[config.mk]
export PLATFORM = sky130hd
export DESIGN_NAME = ped_padder
export DESIGN_NICKNAME = d
export VERILOG_FILES = /design/src/ped_pkg.sv /design/src/ped_padder.sv
export SDC_FILE = /design/constraint.sdc
export NUM_CORES = 1
export LEC_CHECK = 0
export BUFFER_PORTS_ARGS = -buffer_cell sky130_fd_sc_hd__buf_2
export CORE_MARGIN = 2
export CORE_UTILIZATION = 35
export DETAILED_ROUTE_END_ITERATION = 7
export GPL_TIMING_DRIVEN = 0
export PLACE_DENSITY = 0.73
export REMOVE_ABC_BUFFERS = 1
export SYNTH_ARGS = -nofsm -noshare
export SYNTH_HDL_FRONTEND = slang
export SYNTH_SLANG_ARGS = --single-unit
[constraint.sdc]
create_clock -name i_clk -period 1.8 [get_ports i_clk]
set_input_delay 0.09 -clock i_clk [delete_from_list [all_inputs] [get_ports i_clk]]
set_output_delay 0.09 -clock i_clk [all_outputs]
set_load 0.02 [all_outputs]
[src/ped_pkg.sv]
package ped_pkg;

    // ============================================================
    // padded word layout
    // ============================================================
    typedef struct packed {
        logic [37:0] fill_payload; // payload low, zeros above
        logic [15:0] size;
        logic [7:0]  mode;
        logic [1:0]  head;         // always zero
    } ped_fields_t;

    // scanned bit by bit, built field by field
    typedef union packed {
        logic [63:0] vec;
        ped_fields_t f;
    } ped_padded_t;

    // ============================================================
    // mode codes and sizes
    // ============================================================
    localparam logic [7:0] MODE_I8  = 8'h04;
    localparam logic [7:0] MODE_I16 = 8'h05;
    localparam logic [7:0] MODE_I32 = 8'h06;
    localparam logic [7:0] MODE_U8  = 8'h09;
    localparam logic [7:0] MODE_U16 = 8'h0a;
    localparam logic [7:0] MODE_U32 = 8'h0b;

    localparam logic [15:0] SIZE_8  = 16'd8;
    localparam logic [15:0] SIZE_16 = 16'd16;
    localparam logic [15:0] SIZE_32 = 16'd32;

    // i_mode encodings
    localparam logic [2:0] SEL_U8  = 3'b000;
    localparam logic [2:0] SEL_U16 = 3'b001;
    localparam logic [2:0] SEL_U32 = 3'b010;
    localparam logic [2:0] SEL_I8  = 3'b100;
    localparam logic [2:0] SEL_I16 = 3'b101;
    localparam logic [2:0] SEL_I32 = 3'b110;

    localparam logic [15:0] PED_STORE_ID = 16'h0a51; // upper half of store address
    localparam logic [5:0]  PED_STEPS    = 6'd63;    // bits 1..63

endpackage

[src/ped_padder.sv]
`timescale 1ns/1ns

module ped_padder import ped_pkg::*; (
    input  logic        i_clk,
    input  logic        i_rst_n,
    input  logic        i_vld,
    input  logic [31:0] i_a,
    input  logic [2:0]  i_mode,
    input  logic        i_done,
    output logic        o_rdy,
    output logic        o_word_vld,
    output ped_padded_t o_word
);

    logic        accept;
    logic        busy;
    logic        busy_nxt;
    logic [7:0]  mode_code;
    logic [15:0] size_code;
    logic [31:0] payload_mask;
    ped_padded_t word_nxt;

    assign accept   = i_vld && o_rdy;
    assign busy_nxt = accept ? 1'b1 : (i_done ? 1'b0 : busy);

    // selector decode
    always_comb begin
        mode_code    = 8'h00;
        size_code    = 16'h0000;
        payload_mask = 32'h0000_0000;
        case (i_mode)
            SEL_U8: begin
                mode_code    = MODE_U8;
                size_code    = SIZE_8;
                payload_mask = 32'h0000_00ff;
            end
            SEL_U16: begin
                mode_code    = MODE_U16;
                size_code    = SIZE_16;
                payload_mask = 32'h0000_ffff;
            end
            SEL_U32: begin
                mode_code    = MODE_U32;
                size_code    = SIZE_32;
                payload_mask = 32'hffff_ffff;
            end
            SEL_I8: begin
                mode_code    = MODE_I8;
                size_code    = SIZE_8;
                payload_mask = 32'h0000_00ff;
            end
            SEL_I16: begin
                mode_code    = MODE_I16;
                size_code    = SIZE_16;
                payload_mask = 32'h0000_ffff;
            end
            SEL_I32: begin
                mode_code    = MODE_I32;
                size_code    = SIZE_32;
                payload_mask = 32'hffff_ffff;
            end
            default: ; // unlisted -> all zero word
        endcase
    end

    always_comb begin
        word_nxt.f.fill_payload = {6'd0, i_a & payload_mask};
        word_nxt.f.size         = size_code;
        word_nxt.f.mode         = mode_code;
        word_nxt.f.head         = 2'b00;
    end

    always_ff @(posedge i_clk or negedge i_rst_n) begin
        if (!i_rst_n) begin
            busy       <= 1'b0;
            o_rdy      <= 1'b0;
            o_word_vld <= 1'b0;
        end else begin
            busy       <= busy_nxt;
            o_rdy      <= !busy_nxt; // first rise one cycle out of reset
            o_word_vld <= accept;
        end
    end

    always_ff @(posedge i_clk) begin
        if (accept)
            o_word <= word_nxt;
    end

endmodule

==> results.sh <==
export IMPL_cts_num_sinks=42
export IMPL_netlist_instances=125
export IMPL_drcViolationCount=0
export IMPL_cts_tree="built"
export IMPL_synth_avg_cell_area_um2=14.8
export IMPL_outcome="complete, no violations"
export IMPL_timing_fmax_mhz=699
export IMPL_final_common_cell="buf_2"
export IMPL_total_power_mw=2.10
export IMPL_dieArea_um2=5870
export IMPL_track_usage_pct=11.2
export IMPL_grt_overflow_total=0
export IMPL_vias_per_cell=3.83
export IMPL_yosys_register_bits=42
export IMPL_worstPathRequired_ns=1.71
export IMPL_via_count=1076
export IMPL_final_area_um2=2310
export IMPL_numPortBuffers=79
export IMPL_post_place_ws_ns=0.372
export IMPL_grt_start_max_net_pins=41
export IMPL_nNetsFinal=257
export IMPL_num_rows=26
export IMPL_holdWs_ns=0.0284
export IMPL_cellLeakagePower_nw=1.06
export IMPL_relSlewSlack_pct=44.6
export IMPL_hpwl_um=2370
export IMPL_yosysTopAreaCell="edfxtp_1"
export IMPL_worst_pin_slew_ns=0.829
export IMPL_ys_warn_count=0
export IMPL_final_max_slew_viol_count=0
export IMPL_yosysTopAreaCellShare_pct=63.5
export IMPL_final_cell_mix="79 x buf_2, 39 x edfxtp_1, 25 x conb_1, 13 x and2_2, 11 x and2_1"
export IMPL_routed_wirelength_um=3140
export IMPL_synth_cell_types=17
export IMPL_period_needed_ns=1.43
export IMPL_grt_pass1_wl_um=5120
export IMPL_rsz0062_at_grt="false"
export IMPL_grtUsageMet2_pct=20.3
export IMPL_finClkSkew_ns=0.00546
export IMPL_finalSetupTns_ns=0
export IMPL_seq_area_frac_synth_pct=67.5
export IMPL_synth_area_um2=1850
export IMPL_slowest_delay_ns=0.61
export IMPL_antenna_cells=0
export IMPL_hold_viol=0
export IMPL_core_area_um2=5110
export IMPL_antenna_left=0
export IMPL_synthTopCellsByArea="edfxtp_1 63%, buf_4 10%, ha_1 5.4%"
export IMPL_crit_path_start="o_rdy"
export IMPL_use_met1_pct=11.5
export IMPL_initial_core_util_pct=36.1
export IMPL_cts_root_buf="clkbuf_8"
export IMPL_htree_levels=2
export IMPL_layout_setup_ws_ns=0.370
export IMPL_cts_buffer_depth=2
export IMPL_die_h_um=76.6
export IMPL_insertion_delay_ns=0.28
export IMPL_setup_viol=0
export IMPL_first_pass_iters=4
export IMPL_vdd_drop_max_mv=0.337
export IMPL_cp_slowest_cell="inv_2"
export IMPL_io_pins=105
export IMPL_areaGrowthSynthToFinish_pct=25.2
export IMPL_crit_arrival_ns=1.34
export IMPL_hp_class="in2reg"
export IMPL_dieWidth_um=76.6
export IMPL_hp_start="i_done"
export IMPL_drt_iter0_markers=11
export IMPL_numCtsBuffers=5
export IMPL_r2r_start="o_rdy"
export IMPL_fin_crit_sh_pct=79.4
export IMPL_antenna_found_initial=0
export IMPL_ff2ff_path_depth=2
export IMPL_min_path_cells=2
export IMPL_dpl_cell_area_um2=2220
export IMPL_worst_setup_path_end_kind="flop"
export IMPL_cp_start_kind="flop"
export IMPL_cts_clk_slew_worst_paths_ns=0.08
export IMPL_layout_drive_gt1_share_pct=46.9
export IMPL_ctsResizeCount=0
export IMPL_critical_path_class="reg2reg"
export IMPL_post_drt_wl_per_cell_um=11.2
export IMPL_routabilityCongestion=0.739
export IMPL_crit_path_cell_trace="nand2_1 > inv_2"
export IMPL_grt_busiest_layer="met2"
export IMPL_p_per_area_nw_per_um2=910
export IMPL_drv_cap=0
export IMPL_use_met3_pct=3.20
export IMPL_grt_pass1_vias=1113
export IMPL_worstPathMaxFanout=40
-- flip-flops by register name, indices dropped and copies added (netlist names) --
register	cells
o_word_vld	1
o_word	39
o_rdy	1
busy	1
-- cell usage after synthesis, drive strengths merged --
cell,instances
dfrtp,3
o21ai,1
nand2,1
ha,8
nor3b,1
edfxtp,39
nor2b,9
nand2b,1
buf,26
o21a,1
inv,5
and2,24
conb,1
a21oi,1
nor3,4
-- metrics by stage --
stage	std cells	util, %
2_1_floorplan	123	-
3_3_place_gp	272	43.5
3_5_place_dp	272	43.5
4_1_cts	281	45.2
5_1_grt	281	45.2
6_report	281	45.2
-- worst max-delay path, delay by kind of cell, from the launching register on --
kind          cells  cell delay, ns
buf+inv           1            0.61
flops             1            0.34
simple gates      1            0.09
-- cells by family after synthesis --
family          share of synthesized area (%)
flops                                    67.5
simple gates                             14.1
buf+inv                                  11.8
fa+ha+maj                                5.42
compound gates                          0.949
other cells                             0.203
-- area by class of cell --
| cell class | instances | area [um^2] |
|---|---|---|
| Fill cell | 523 | 2800 |
| Timing Repair Buffer | 80 | 405 |
| Tap cell | 70 | 87.6 |
| Sequential cell | 42 | 1250 |
| Multi-Input combinational cell | 76 | 472 |
| Clock buffer | 6 | 72.6 |
| Clock inverter | 2 | 8.76 |
| Inverter | 5 | 18.8 |
-- where the power goes --
part	total, mW	switching, mW	internal (mW)
Sequential	1.18	0.0174	1.16
Clock	0.567	0.300	0.267
Combinational	0.355	0.244	0.112
-- routing by layer --
metal | vias up | wire (um) | share of wire, %
met5 | - | 0 | 0
met3 | 7 | 236 | 7.5
li1 | 536 | - | -
met1 | 476 | 1200 | 38
met2 | 57 | 1620 | 52
met4 | 0 | 83 | 2.6
-- what timing repair did --
item	in CTS	in global routing
hold buffers	1	0
endpoints found under the hold margin	3	0
setup endpoints to repair	0	0
setup buffers	0	0
-- path summary, 6_finish.rpt --
kind,slack (ns),endpoint
hold / removal,0.03,busy
setup / recovery,0.37,o_word[28]
setup reg to reg,0.37,o_word[28]
hold reg to reg,0.55,busy
max in group asynchronous,1.57,o_word_vld
min in group asynchronous,0.12,o_rdy
(Power assumes the default switching activity.)
