### src/ped_pkg.sv
package ped_pkg;

    // ============================================================
    // padded word layout
    // ============================================================
    typedef struct packed {
        logic [37:0] fill_payload; // payload low, zeros above
        logic [15:0] size;
        logic [7:0]  mode;
        logic [1:0]  head;         // always zero
    } ped_fields_t;

    // scanned bit by bit, built field by field
    typedef union packed {
        logic [63:0] vec;
        ped_fields_t f;
    } ped_padded_t;

    // ============================================================
    // mode codes and sizes
    // ============================================================
    localparam logic [7:0] MODE_I8  = 8'h04;
    localparam logic [7:0] MODE_I16 = 8'h05;
    localparam logic [7:0] MODE_I32 = 8'h06;
    localparam logic [7:0] MODE_U8  = 8'h09;
    localparam logic [7:0] MODE_U16 = 8'h0a;
    localparam logic [7:0] MODE_U32 = 8'h0b;

    localparam logic [15:0] SIZE_8  = 16'd8;
    localparam logic [15:0] SIZE_16 = 16'd16;
    localparam logic [15:0] SIZE_32 = 16'd32;

    // i_mode encodings
    localparam logic [2:0] SEL_U8  = 3'b000;
    localparam logic [2:0] SEL_U16 = 3'b001;
    localparam logic [2:0] SEL_U32 = 3'b010;
    localparam logic [2:0] SEL_I8  = 3'b100;
    localparam logic [2:0] SEL_I16 = 3'b101;
    localparam logic [2:0] SEL_I32 = 3'b110;

    localparam logic [15:0] PED_STORE_ID = 16'h0a51; // upper half of store address
    localparam logic [5:0]  PED_STEPS    = 6'd63;    // bits 1..63

endpackage

### src/ped_gen_fetch.sv
`timescale 1ns/1ns

module ped_gen_fetch import ped_pkg::*; #(
    parameter int FIELD_SIZE = 253
) (
    input  logic                  i_clk,
    input  logic                  i_rst_n,
    input  logic                  i_fetch_start,
    input  logic [5:0]            i_step,
    input  logic                  i_cfg_valid,
    input  logic [255:0]          i_cfg_data,
    output logic                  o_cfg_req,
    output logic [31:0]           o_cfg_addr,
    output logic                  o_pt_vld,
    output logic [FIELD_SIZE-1:0] o_pt_x,
    output logic [FIELD_SIZE-1:0] o_pt_y
);

    localparam logic [1:0] F_IDLE   = 2'd0;
    localparam logic [1:0] F_WAIT_X = 2'd1;
    localparam logic [1:0] F_WAIT_Y = 2'd2;

    logic [1:0] state;
    logic [5:0] step_q;
    logic [7:0] idx_x;
    logic [7:0] idx_y;

    // x at 2k, y at 2k+1
    assign idx_x = {1'b0, i_step, 1'b0};
    assign idx_y = {1'b0, step_q, 1'b1};

    // ============================================================
    // read sequencer
    // ============================================================
    always_ff @(posedge i_clk or negedge i_rst_n) begin
        if (!i_rst_n) begin
            state     <= F_IDLE;
            o_cfg_req <= 1'b0;
            o_pt_vld  <= 1'b0;
        end else begin
            o_cfg_req <= 1'b0;
            o_pt_vld  <= 1'b0;
            case (state)
                F_IDLE: begin
                    if (i_fetch_start) begin
                        o_cfg_req <= 1'b1;
                        state     <= F_WAIT_X;
                    end
                end
                F_WAIT_X: begin
                    if (i_cfg_valid) begin
                        o_cfg_req <= 1'b1; // y read right behind x
                        state     <= F_WAIT_Y;
                    end
                end
                F_WAIT_Y: begin
                    if (i_cfg_valid) begin
                        o_pt_vld <= 1'b1;
                        state    <= F_IDLE;
                    end
                end
                default: state <= F_IDLE;
            endcase
        end
    end

    // address and coordinate words
    always_ff @(posedge i_clk) begin
        if (state == F_IDLE && i_fetch_start) begin
            step_q     <= i_step;
            o_cfg_addr <= {PED_STORE_ID, 8'h00, idx_x};
        end
        if (state == F_WAIT_X && i_cfg_valid) begin
            o_pt_x     <= i_cfg_data[FIELD_SIZE-1:0];
            o_cfg_addr <= {PED_STORE_ID, 8'h00, idx_y};
        end
        if (state == F_WAIT_Y && i_cfg_valid)
            o_pt_y <= i_cfg_data[FIELD_SIZE-1:0];
    end

endmodule

### config.mk
export PLATFORM = sky130hd
export DESIGN_NAME = ped_gen_fetch
export DESIGN_NICKNAME = d
export VERILOG_FILES = /design/src/ped_pkg.sv /design/src/ped_gen_fetch.sv
export SDC_FILE = /design/constraint.sdc
export NUM_CORES = 1
export LEC_CHECK = 0
export ABC_CLOCK_PERIOD_IN_PS = 18400
export BUFFER_PORTS_ARGS = -buffer_cell sky130_fd_sc_hd__buf_2
export CORE_AREA = 2 2 312 314
export DETAILED_ROUTE_END_ITERATION = 7
export DIE_AREA = 0 0 314 316
export GPL_TIMING_DRIVEN = 0
export PLACE_DENSITY_LB_ADDON = 0.25
export SLEW_MARGIN = 20
export SYNTH_ARGS = -nofsm -noshare
export SYNTH_HDL_FRONTEND = slang
export SYNTH_SLANG_ARGS = --single-unit
### constraint.sdc
create_clock -name i_clk -period 18.4 [get_ports i_clk]
set_clock_uncertainty 0.15 [all_clocks]
set_input_delay 2.76 -clock i_clk [delete_from_list [all_inputs] [get_ports i_clk]]
set_output_delay 2.76 -clock i_clk [all_outputs]
set_load 0.005 [all_outputs]
==> results_dict.tcl, run 1 <==
set metrics [dict create \
    p_comb_share_pct 14.2 \
    fp.dieArea_sq_um 99200 \
    endpoint_kind "flop" \
    cts_sinks 523 \
    crit_required_ps 18570 \
    ys_seq_area_share_pct 97.5 \
    worst_pin_slew_ps 704 \
    rows 114 \
    clockBufferDepth 3 \
    cp_top_family "buffers and inverters" \
    drv_slew 0 \
    post_cts_buffers 0 \
    synth_top_cell_area_share_pct 96.7 \
    final_cells 2791 \
    synth_seq_cells 523 \
    postCtsHoldBufs 0 \
    cp_cell_sequence "buf_6, inv_1, nor2_4, buf_12, buf_12, buf_16, buf_16, buf_16, buf_16" \
    numCtsBuffers 56 \
    fin_crit_sh_pct 24.7 \
    rsz0062_at_grt "no" \
    cts_resized 0 \
    synth_common_cells "edfxtp_1, buf_4, nor2_1" \
    switching_share_pct 24.1 \
    synth_cell_type_count 17 \
    clkLatencyLatePin_ps 630 \
    grt.total_usage_pct 8.84 \
    critPathMaxFanout 24 \
    synthFlopType "edfxtp_1" \
    p_int_mw 2.44 \
    syn_area_per_cell_sq_um 27.6 \
    grt_max_degree 28 \
    portBuffers 776 \
    worstHoldPathType "reg -> reg" \
    syn_to_final_growth_pct 50.0 \
    start_util_pct 16.8 \
    ant_nets 0 \
    hold_depth 2 \
    p_seq_share_pct 49.5 \
    max_cap_violations 0 \
    crit_path_max_incr_delay_ps 470 \
    drive_gt1_share_pct 60.6 \
    grt_pass1_vias 9799 \
    cts_root_buf "clkbuf_16" \
    overflow 0 \
    startpoint "i_cfg_valid" \
    fmax_mhz 220 \
    report.final.hold_viol_count 0 \
    post-synth-top-count-cell "edfxtp_1" \
    die_x_microns 314 \
    reg2reg_depth 9 \
    crit_type "in -> reg" \
    ir_drop_mv 0.0838 \
    wl_per_cell_microns 16.9 \
    hold_start "o_cfg_addr[0]$_SDFFE_PP1P_" \
    drc 0 \
    drtPass1Iterations 5 \
    total_power_mw 3.21 \
    synth-edff-count 518 \
    drt-total-wl_microns 47200 \
    fillers 9947 \
    multi_input_area_sq_um 287 \
    synthTopCellsByArea "edfxtp_1, buf_4, dfrtp_1, a32oi_1, nor2_1" \
    synth_area_leader_cell "edfxtp_1" \
    path_depth 9 \
    cts_tree "yes" \
    slew_headroom_pct 52.9 \
    die_h_microns 316 \
    first_iter_violations 473 \
    clkTransAtPathRegs_ps 60 \
    cp_slowest_cell "nor2_4" \
    ios 806 \
    antenna_found_initial 10 \
    gp_congestion 0.749 \
    synth.cell_area_sq_um 16100 \
    critPathBufInv 8 \
    postLayoutCoreUtil_pct 25.1 \
    min_period_ps 4540 \
    async_flop_share_pct 0.765 \
    core_area_sq_um 96000 \
    grt_pass1_wl_microns 64600 \
    placed_area_sq_um 22200 \
    worst_setup_path_start_kind "primary input" \
    nets 1729 \
    power_leakage_nw 9.33 \
    setup_viol_count_final 0 \
    postLayoutCellArea_sq_um 24100 \
    r2r_start "state[0]$_DFFE_PN0P_" \
    pwr-share-clk_pct 36.3 \
    ys_warn_count 0 \
    path_common_cell "buf_16" \
    arrival_ps 4710 \
    hpwl_microns 37200 \
    switching_power_uw 774 \
    htreeDepth 2 \
    p_per_area_nw_per_um2 133 \
    vias 9137 \
    place_inst 2681 \
    outcome "finished, final reports clean" \
    synthCells 583 \
    ff_latch_area_sq_um 15700 \
    vias_per_cell 3.27 \
]
==> worst register-to-register path, cell delays in order, from the launching register on <==
cell,delay [ps]
dfrtp_1,420
buf_6,170
nand2b_1,200
nor2_4,470
buf_12,280
buf_12,220
buf_16,200
buf_16,190
buf_16,190
buf_16,170
==> power by group through the flow <==
stage | Combinational (mW) | Sequential (mW) | Clock, mW
after floorplan | 0.103 | 1.73 | 0
after global placement | 0.399 | 1.77 | 0
after detailed placement | 0.469 | 1.62 | 0
after CTS | 0.469 | 1.59 | 1.22
after global routing | 0.496 | 1.61 | 1.26
final | 0.455 | 1.59 | 1.17
==> state kept, by name (all words and copies together) (netlist names) <==
register / cells
o_pt_x: 253
o_pt_y: 253
step_q: 6
o_pt_vld: 1
o_cfg_req: 1
state: 2
o_cfg_addr: 7
==> stage by stage <==
step	setup slack [ps]	hold WS, ps	setup TNS [ps]
floorplan	3680	331	0
global placement	-2830	374	-1188030
detailed placement	13180	363	0
CTS	13900	377	0
global route	13790	431	0
finish	13860	366	0
==> routing by layer <==
| layer | share of wire [%] | routed length (microns) | track usage (%) | up-vias |
|---|---|---|---|---|
| li1 | - | - | - | 4099 |
| met1 | 31 | 14500 | 8.04 | 4475 |
| met2 | 56 | 26200 | 16.8 | 469 |
| met3 | 11 | 5170 | 4.39 | 88 |
| met4 | 2.6 | 1240 | 3.09 | 6 |
| met5 | 0.072 | 34 | 0 | - |
==> cell families after synthesis <==
group	after synthesis	share of synthesized area (%)
AOI/OAI and AO/OA	12	0.560
buffers and inverters	30	1.38
DFF	523	97.5
other	2	0.0467
and+or+nand+nor	16	0.545
==> placed cells by master, fill, tap and decap left out, types with 6 or more instances in the layout <==
| cell | instances |
|---|---|
| conb_1 | 25 |
| buf_12 | 15 |
| nor2_1 | 9 |
| bufinv_16 | 10 |
| clkbuf_16 | 57 |
| clkinv_2 | 7 |
| a32oi_1 | 6 |
| clkinv_1 | 15 |
| buf_4 | 25 |
| clkbuf_1 | 8 |
| buf_2 | 777 |
| edfxtp_1 | 518 |
| buf_16 | 8 |
==> area by class of cell <==
| cell class | count | share of cell area, % |
|---|---|---|
| inverter | 2 | 0.0311 |
| clock inverter | 41 | 1.94 |
| clock buffer | 65 | 6.04 |
| multi-input combinational | 53 | 1.19 |
| buffer | 28 | 0.892 |
| tap | 1276 | 6.62 |
| antenna | 4 | 0.0415 |
| timing repair buffer | 799 | 18.3 |
| sequential | 523 | 65.0 |
==> final timing paths <==
| check | to | slack [ps] |
|---|---|---|
| worst max-delay path | o_pt_y[174]$_DFFE_PP_ | 13860 |
| worst min-delay path | o_cfg_addr[0]$_SDFFE_PP1P_ | 370 |
| worst max register to register | o_pt_y[174]$_DFFE_PP_ | 15440 |
| worst min register to register | o_cfg_addr[0]$_SDFFE_PP1P_ | 370 |
| max in group asynchronous | state[0]$_DFFE_PN0P_ | 16180 |
| min in group asynchronous | state[1]$_DFFE_PN0P_ | 1780 |
(Power assumes the default switching activity.)
==> run 2: changes to the inputs <==
--- a/config.mk
+++ b/config.mk
@@ -5,7 +5,7 @@
 export SDC_FILE = /design/constraint.sdc
 export NUM_CORES = 1
 export LEC_CHECK = 0
-export ABC_CLOCK_PERIOD_IN_PS = 18400
+export ABC_CLOCK_PERIOD_IN_PS = 4019
 export BUFFER_PORTS_ARGS = -buffer_cell sky130_fd_sc_hd__buf_2
 export CORE_AREA = 2 2 312 314
 export DETAILED_ROUTE_END_ITERATION = 7
==> constraint.sdc (replaced) <==
create_clock -name i_clk -period 4.02 [get_ports i_clk]
set_clock_uncertainty 0.15 [all_clocks]
set_input_delay 0.603 -clock i_clk [delete_from_list [all_inputs] [get_ports i_clk]]
set_output_delay 0.603 -clock i_clk [all_outputs]
set_load 0.005 [all_outputs]
==> run 2 against run 1 <==
Effect of this change:
- first-iteration DRC count fell by 0.42%
- sequential power rose to 4.6 times the previous value
- die area is the same
- clock power grew to 4.3 times the previous value
==> results_dict.tcl, run 2 (synthesized netlist as in run 1, its figures left out) <==
set metrics [dict create \
    post_cts_buffers 0 \
    worstHoldPathType "in -> reg" \
    fp.dieArea_sq_um 99200 \
    cts_sinks 523 \
    critPathMaxFanout 24 \
    portBuffers 776 \
    p_per_area_nw_per_um2 554 \
    drv_slew 0 \
    postLayoutCellArea_sq_um 26400 \
    drtPass1Iterations 4 \
    ff_latch_area_sq_um 15700 \
    drive_gt1_share_pct 52.5 \
    first_iter_violations 471 \
    overflow 0 \
    outcome "finished, final reports clean" \
    crit_type "reg -> reg" \
    m1WireLength_microns 16400 \
    fmax_mhz 334 \
    syn_to_final_growth_pct 64.2 \
    r2r_end "o_pt_y[72]$_DFFE_PP_" \
    slew_headroom_pct 57.8 \
    min_period_ps 3000 \
    cts_resized 0 \
    tns_ps 0 \
    hold-worst-slack_ps 56.2 \
    report.final.hold_viol_count 0 \
    placed_area_sq_um 22200 \
    nets 1970 \
    reg2reg_slack_ps 1020 \
    endpoint_kind "flop" \
    dr_wl_met2_microns 25700 \
    cts_root_buf "clkbuf_16" \
    drc 0 \
    grt_pass1_wl_microns 67300 \
    fillers 9772 \
    met3_length_microns 4860 \
    hpwl_microns 37000 \
    die_h_microns 316 \
    ios 806 \
    ir_drop_mv 0.367 \
    grt_max_degree 28 \
    vias 9986 \
    fin_crit_sh_pct 74.6 \
    gp_congestion 0.749 \
    die_x_microns 314 \
    core_area_sq_um 96000 \
    crit_required_ps 4180 \
    cts_tree "yes" \
    max_cap_violations 0 \
    start_util_pct 16.8 \
    grt_pass1_vias 10600 \
    power_leakage_nw 10.3 \
    grt.total_usage_pct 9.05 \
    worst_pin_slew_ps 633 \
    layout_common_cells "buf_2, edfxtp_1, dlygate4sd3_1" \
    htreeDepth 2 \
    clockBufferDepth 3 \
    crit_end "o_pt_y[72]$_DFFE_PP_" \
    clkLatencyLatePin_ps 610 \
    setup_viol_count_final 0 \
    final_common_cell "buf_2" \
    numCtsBuffers 57 \
    ant_nets 0 \
    clkTransAtPathRegs_ps 60 \
    startpoint "state[0]$_DFFE_PN0P_" \
    final_cells 3026 \
    vias_per_cell 3.30 \
    multi_input_area_sq_um 303 \
    largestRegisters "o_pt_x: 253 flops, o_pt_y: 253 flops, o_cfg_addr: 7 flops" \
    antenna_found_initial 10 \
    arrival_ps 3160 \
    reg2reg_depth 9 \
    drt-total-wl_microns 48200 \
    rsz0062_at_grt "no" \
    r2r_start "state[0]$_DFFE_PN0P_" \
    worst_setup_path_start_kind "flop" \
    top_layer_used "met5" \
    place_inst 2680 \
    wl_per_cell_microns 15.9 \
    rows 114 \
]
-- run 2: metrics by stage --
stage          utilization (%)  setup slack, ps  power, mW
6_report                  27.5             1020       14.6
5_1_grt                   27.5              856       15.3
4_1_cts                   27.5              963       14.9
3_5_place_dp              23.1              967       9.54
3_3_place_gp              22.6            -3300       9.46
2_1_floorplan                -            -1060       8.12
-- run 2: how the worst min path moves through the flow --
stage / cells past startpoint / startpoint / to / slack [ps]
floorplan: 0 / i_rst_n / o_cfg_req$_DFF_PN0_ / 160
global placement: 1 / i_rst_n / o_pt_vld$_DFF_PN0_ / 280
detailed placement: 1 / i_rst_n / o_pt_vld$_DFF_PN0_ / 280
CTS: 1 / i_cfg_data[232] / o_pt_y[232]$_DFFE_PP_ / 0.4
global route: 1 / i_cfg_data[232] / o_pt_y[232]$_DFFE_PP_ / 2
finish: 1 / i_cfg_data[232] / o_pt_y[232]$_DFFE_PP_ / 60
-- run 2: worst max-delay path, cell delays in order (launching register included) --
cell and delay [ps]:
dfrtp_1 430, buf_6 180, nand2b_4 160, nor2_4 470, buf_16 230, buf_12 200
buf_12 200, buf_12 210, buf_16 190, buf_12 200
-- run 2: layout make-up --
cell class / instances / area share [%]
timing repair buffer: 1039 / 25.7
clock inverter: 36 / 1.19
clock buffer: 68 / 5.72
inverter: 2 / 0.0284
antenna: 1 / 0.00947
tap: 1276 / 6.04
multi-input combinational: 53 / 1.15
sequential: 523 / 59.3
buffer: 28 / 0.848
-- run 2: per-layer routing --
metal	vias up	global-route usage, %
li1	4568	-
met3	85	4.15
met2	469	16.7
met5	-	0
met1	4854	8.97
met4	10	2.84
-- run 2: power breakdown --
group | internal (mW) | switching (mW)
combinational | 1.01 | 1.27
clock | 2.99 | 2.09
sequential | 7.07 | 0.205
-- run 2: repair_timing --
action / 4_1_cts / 5_1_grt
setup endpoints to repair: 0 / 0
hold endpoints to repair: 477 / 0
hold buffers: 241 / 0
==> run 3: changes to the inputs <==
--- a/config.mk
+++ b/config.mk
@@ -5,7 +5,7 @@
 export SDC_FILE = /design/constraint.sdc
 export NUM_CORES = 1
 export LEC_CHECK = 0
-export ABC_CLOCK_PERIOD_IN_PS = 4019
+export ABC_CLOCK_PERIOD_IN_PS = 2400
 export BUFFER_PORTS_ARGS = -buffer_cell sky130_fd_sc_hd__buf_2
 export CORE_AREA = 2 2 312 314
 export DETAILED_ROUTE_END_ITERATION = 7
==> constraint.sdc (replaced) <==
create_clock -name i_clk -period 2.4 [get_ports i_clk]
set_clock_uncertainty 0.15 [all_clocks]
set_input_delay 0.36 -clock i_clk [delete_from_list [all_inputs] [get_ports i_clk]]
set_output_delay 0.36 -clock i_clk [all_outputs]
set_load 0.005 [all_outputs]
==> run 3 against run 2 <==
Effect of this change:
- via count grew 0.81%
- core utilization about the same
- clock power increased by 57%
- cell count is 0.69% higher
- critical endpoint is now o_pt_y[32]$_DFFE_PP_
- largest cell class unchanged
- largest power group unchanged
==> results_dict.tcl, run 3 (synthesized netlist as in run 1, its figures left out) <==
set metrics [dict create \
    outcome "finished, final reports clean" \
    grt_max_degree 54 \
    fmax_mhz 442 \
    fp.dieArea_sq_um 99200 \
    layout_setup_ws_ps 138 \
    final_cells 3047 \
    gp_congestion 0.760 \
    cts_root_buf "clkbuf_16" \
    grt.total_usage_pct 9.04 \
    cts_tree "yes" \
    cp_top_family "buffers and inverters" \
    total_power_mw 24.0 \
    nets 1989 \
    cts_sinks 523 \
    crit_end "o_pt_y[32]$_DFFE_PP_" \
    place_ws_ps -425 \
    syn_to_final_growth_pct 64.4 \
    switching_share_pct 24.5 \
    ios 806 \
    largestRegisters "o_pt_x: 253 flops, o_pt_y: 253 flops, o_cfg_addr: 7 flops" \
    critPathBufInv 5 \
    fin_crit_sh_pct 94.3 \
    drv_slew 0 \
    pwr-share-clk_pct 33.3 \
    start_util_pct 16.8 \
    numCtsBuffers 56 \
    top_layer_used "met5" \
    path_depth 7 \
    startpoint "state[0]$_DFFE_PN0P_" \
    endpoint_kind "flop" \
    p_comb_share_pct 15.8 \
    antenna_found_initial 9 \
    portBuffers 776 \
    cp_slowest_cell "dfrtp_1" \
    worstHoldPathType "in -> reg" \
    hpwl_microns 36600 \
    wl_per_cell_microns 15.8 \
    critPathMaxFanout 24 \
    clkTransAtPathRegs_ps 60 \
    vias 10100 \
    p_int_mw 18.1 \
    die_x_microns 314 \
    place_inst 2682 \
    crit_required_ps 2570 \
    worst_setup_path_start_kind "flop" \
    ir_drop_mv 0.680 \
    clockBufferDepth 3 \
    p_per_area_nw_per_um2 906 \
    vias_per_cell 3.30 \
    drive_gt1_share_pct 51.0 \
    switching_power_mw 5.87 \
    overflow 0 \
    power_leakage_nw 10.3 \
    rows 114 \
    placed_area_sq_um 22200 \
    m1WireLength_microns 16000 \
    crit_type "reg -> reg" \
    first_iter_violations 443 \
    reg2reg_depth 7 \
    setup_viol_count_final 0 \
    slew_headroom_pct 54.8 \
    htreeDepth 2 \
    drt-total-wl_microns 48100 \
    layout_common_cells "buf_2, edfxtp_1, dlygate4sd3_1" \
    postLayoutCellArea_sq_um 26400 \
    rsz0062_at_grt "no" \
    reg2reg_slack_ps 140 \
    cp_cell_sequence "buf_6, nand2b_4, nor2_4, buf_12, buf_12, buf_12, buf_16" \
    crit_path_max_incr_delay_ps 420 \
    dr_wl_met2_microns 26400 \
    min_period_ps 2260 \
    r2r_start "state[0]$_DFFE_PN0P_" \
    p_seq_share_pct 50.9 \
    final_common_cell "buf_2" \
    ant_nets 0 \
    clkLatencyLatePin_ps 610 \
    grt_pass1_vias 10800 \
    worst_pin_slew_ps 678 \
    core_area_sq_um 96000 \
    grt_pass1_wl_microns 66700 \
    met3_length_microns 4440 \
    max_cap_violations 0 \
    r2r_end "o_pt_y[32]$_DFFE_PP_" \
    drtPass1Iterations 4 \
    die_h_microns 316 \
    report.final.hold_viol_count 0 \
    arrival_ps 2430 \
    drc 0 \
    path_common_cell "buf_12" \
]
## run 3: changes by cell type in the layout (fill, tap and decap cells not counted), sizes merged
cell	delta
diode	+1
buf	-2
clkinv	-7
clkinvlp	-1
bufinv	-3
clkbuf	+11
dlygate4sd3	+22
## run 3: worst min path at each step
stage | start | end | cells past startpoint
floorplan | i_rst_n | o_cfg_req$_DFF_PN0_ | 0
global placement | i_rst_n | o_pt_vld$_DFF_PN0_ | 1
detailed placement | i_rst_n | o_pt_vld$_DFF_PN0_ | 1
CTS | i_cfg_data[56] | o_pt_y[56]$_DFFE_PP_ | 2
global route | i_cfg_data[53] | o_pt_x[53]$_DFFE_PP_ | 2
finish | i_cfg_data[246] | o_pt_x[246]$_DFFE_PP_ | 2
## run 3: cell type report
class                           count  area [sq um]
Clock buffer                       79          1510
Sequential cell                   523         15700
Tap cell                         1276          1600
Clock inverter                     25           179
Timing Repair Buffer             1059          6960
Antenna cell                        2          5.00
Fill cell                        9740         69600
Buffer                             28           215
Multi-Input combinational cell     53           294
Inverter                            2          7.51
## run 3: routing by layer
layer / vias to the layer above / track usage (%)
li1: 4609 / -
met1: 4902 / 8.69
met2: 474 / 17.3
met3: 76 / 3.48
met4: 6 / 3.29
met5: - / 0
## run 3: worst register-to-register path, stage by stage (launching register included)
cell and delay, ps:
dfrtp_1 420, buf_6 170, nand2b_4 160, nor2_4 170, buf_12 210, buf_12 220, buf_12 240, buf_16 220
## run 3: what timing repair did
action / 4_1_cts / 5_1_grt
setup buffers: 2 / 0
cloned: 0 / 0
pin swaps: 1 / 0
setup endpoints to repair: 119 / 82
gates resized for setup: 1 / 0
hold buffers: 263 / 0
hold endpoints to repair: 526 / 0
## run 3: per-stage QoR
stage               setup TNS, ps  util (%)  hold slack, ps
finish                          0      27.5             315
global route                    0      27.5             276
CTS                             0      27.6             248
detailed placement         -20230      23.2            37.2
global placement         -2457750      22.6            34.2
floorplan                -1309840         -           -85.6
## run 3: power by group through the flow
| stage | logic (mW) | registers (mW) | clock network (mW) |
|---|---|---|---|
| 2_1_floorplan | 0.814 | 12.8 | 0 |
| 4_1_cts | 3.97 | 12.2 | 8.29 |
| 3_3_place_gp | 2.88 | 12.5 | 0 |
| 5_1_grt | 4.13 | 12.3 | 8.61 |
| 6_report | 3.79 | 12.2 | 7.98 |
| 3_5_place_dp | 3.67 | 12.4 | 0 |
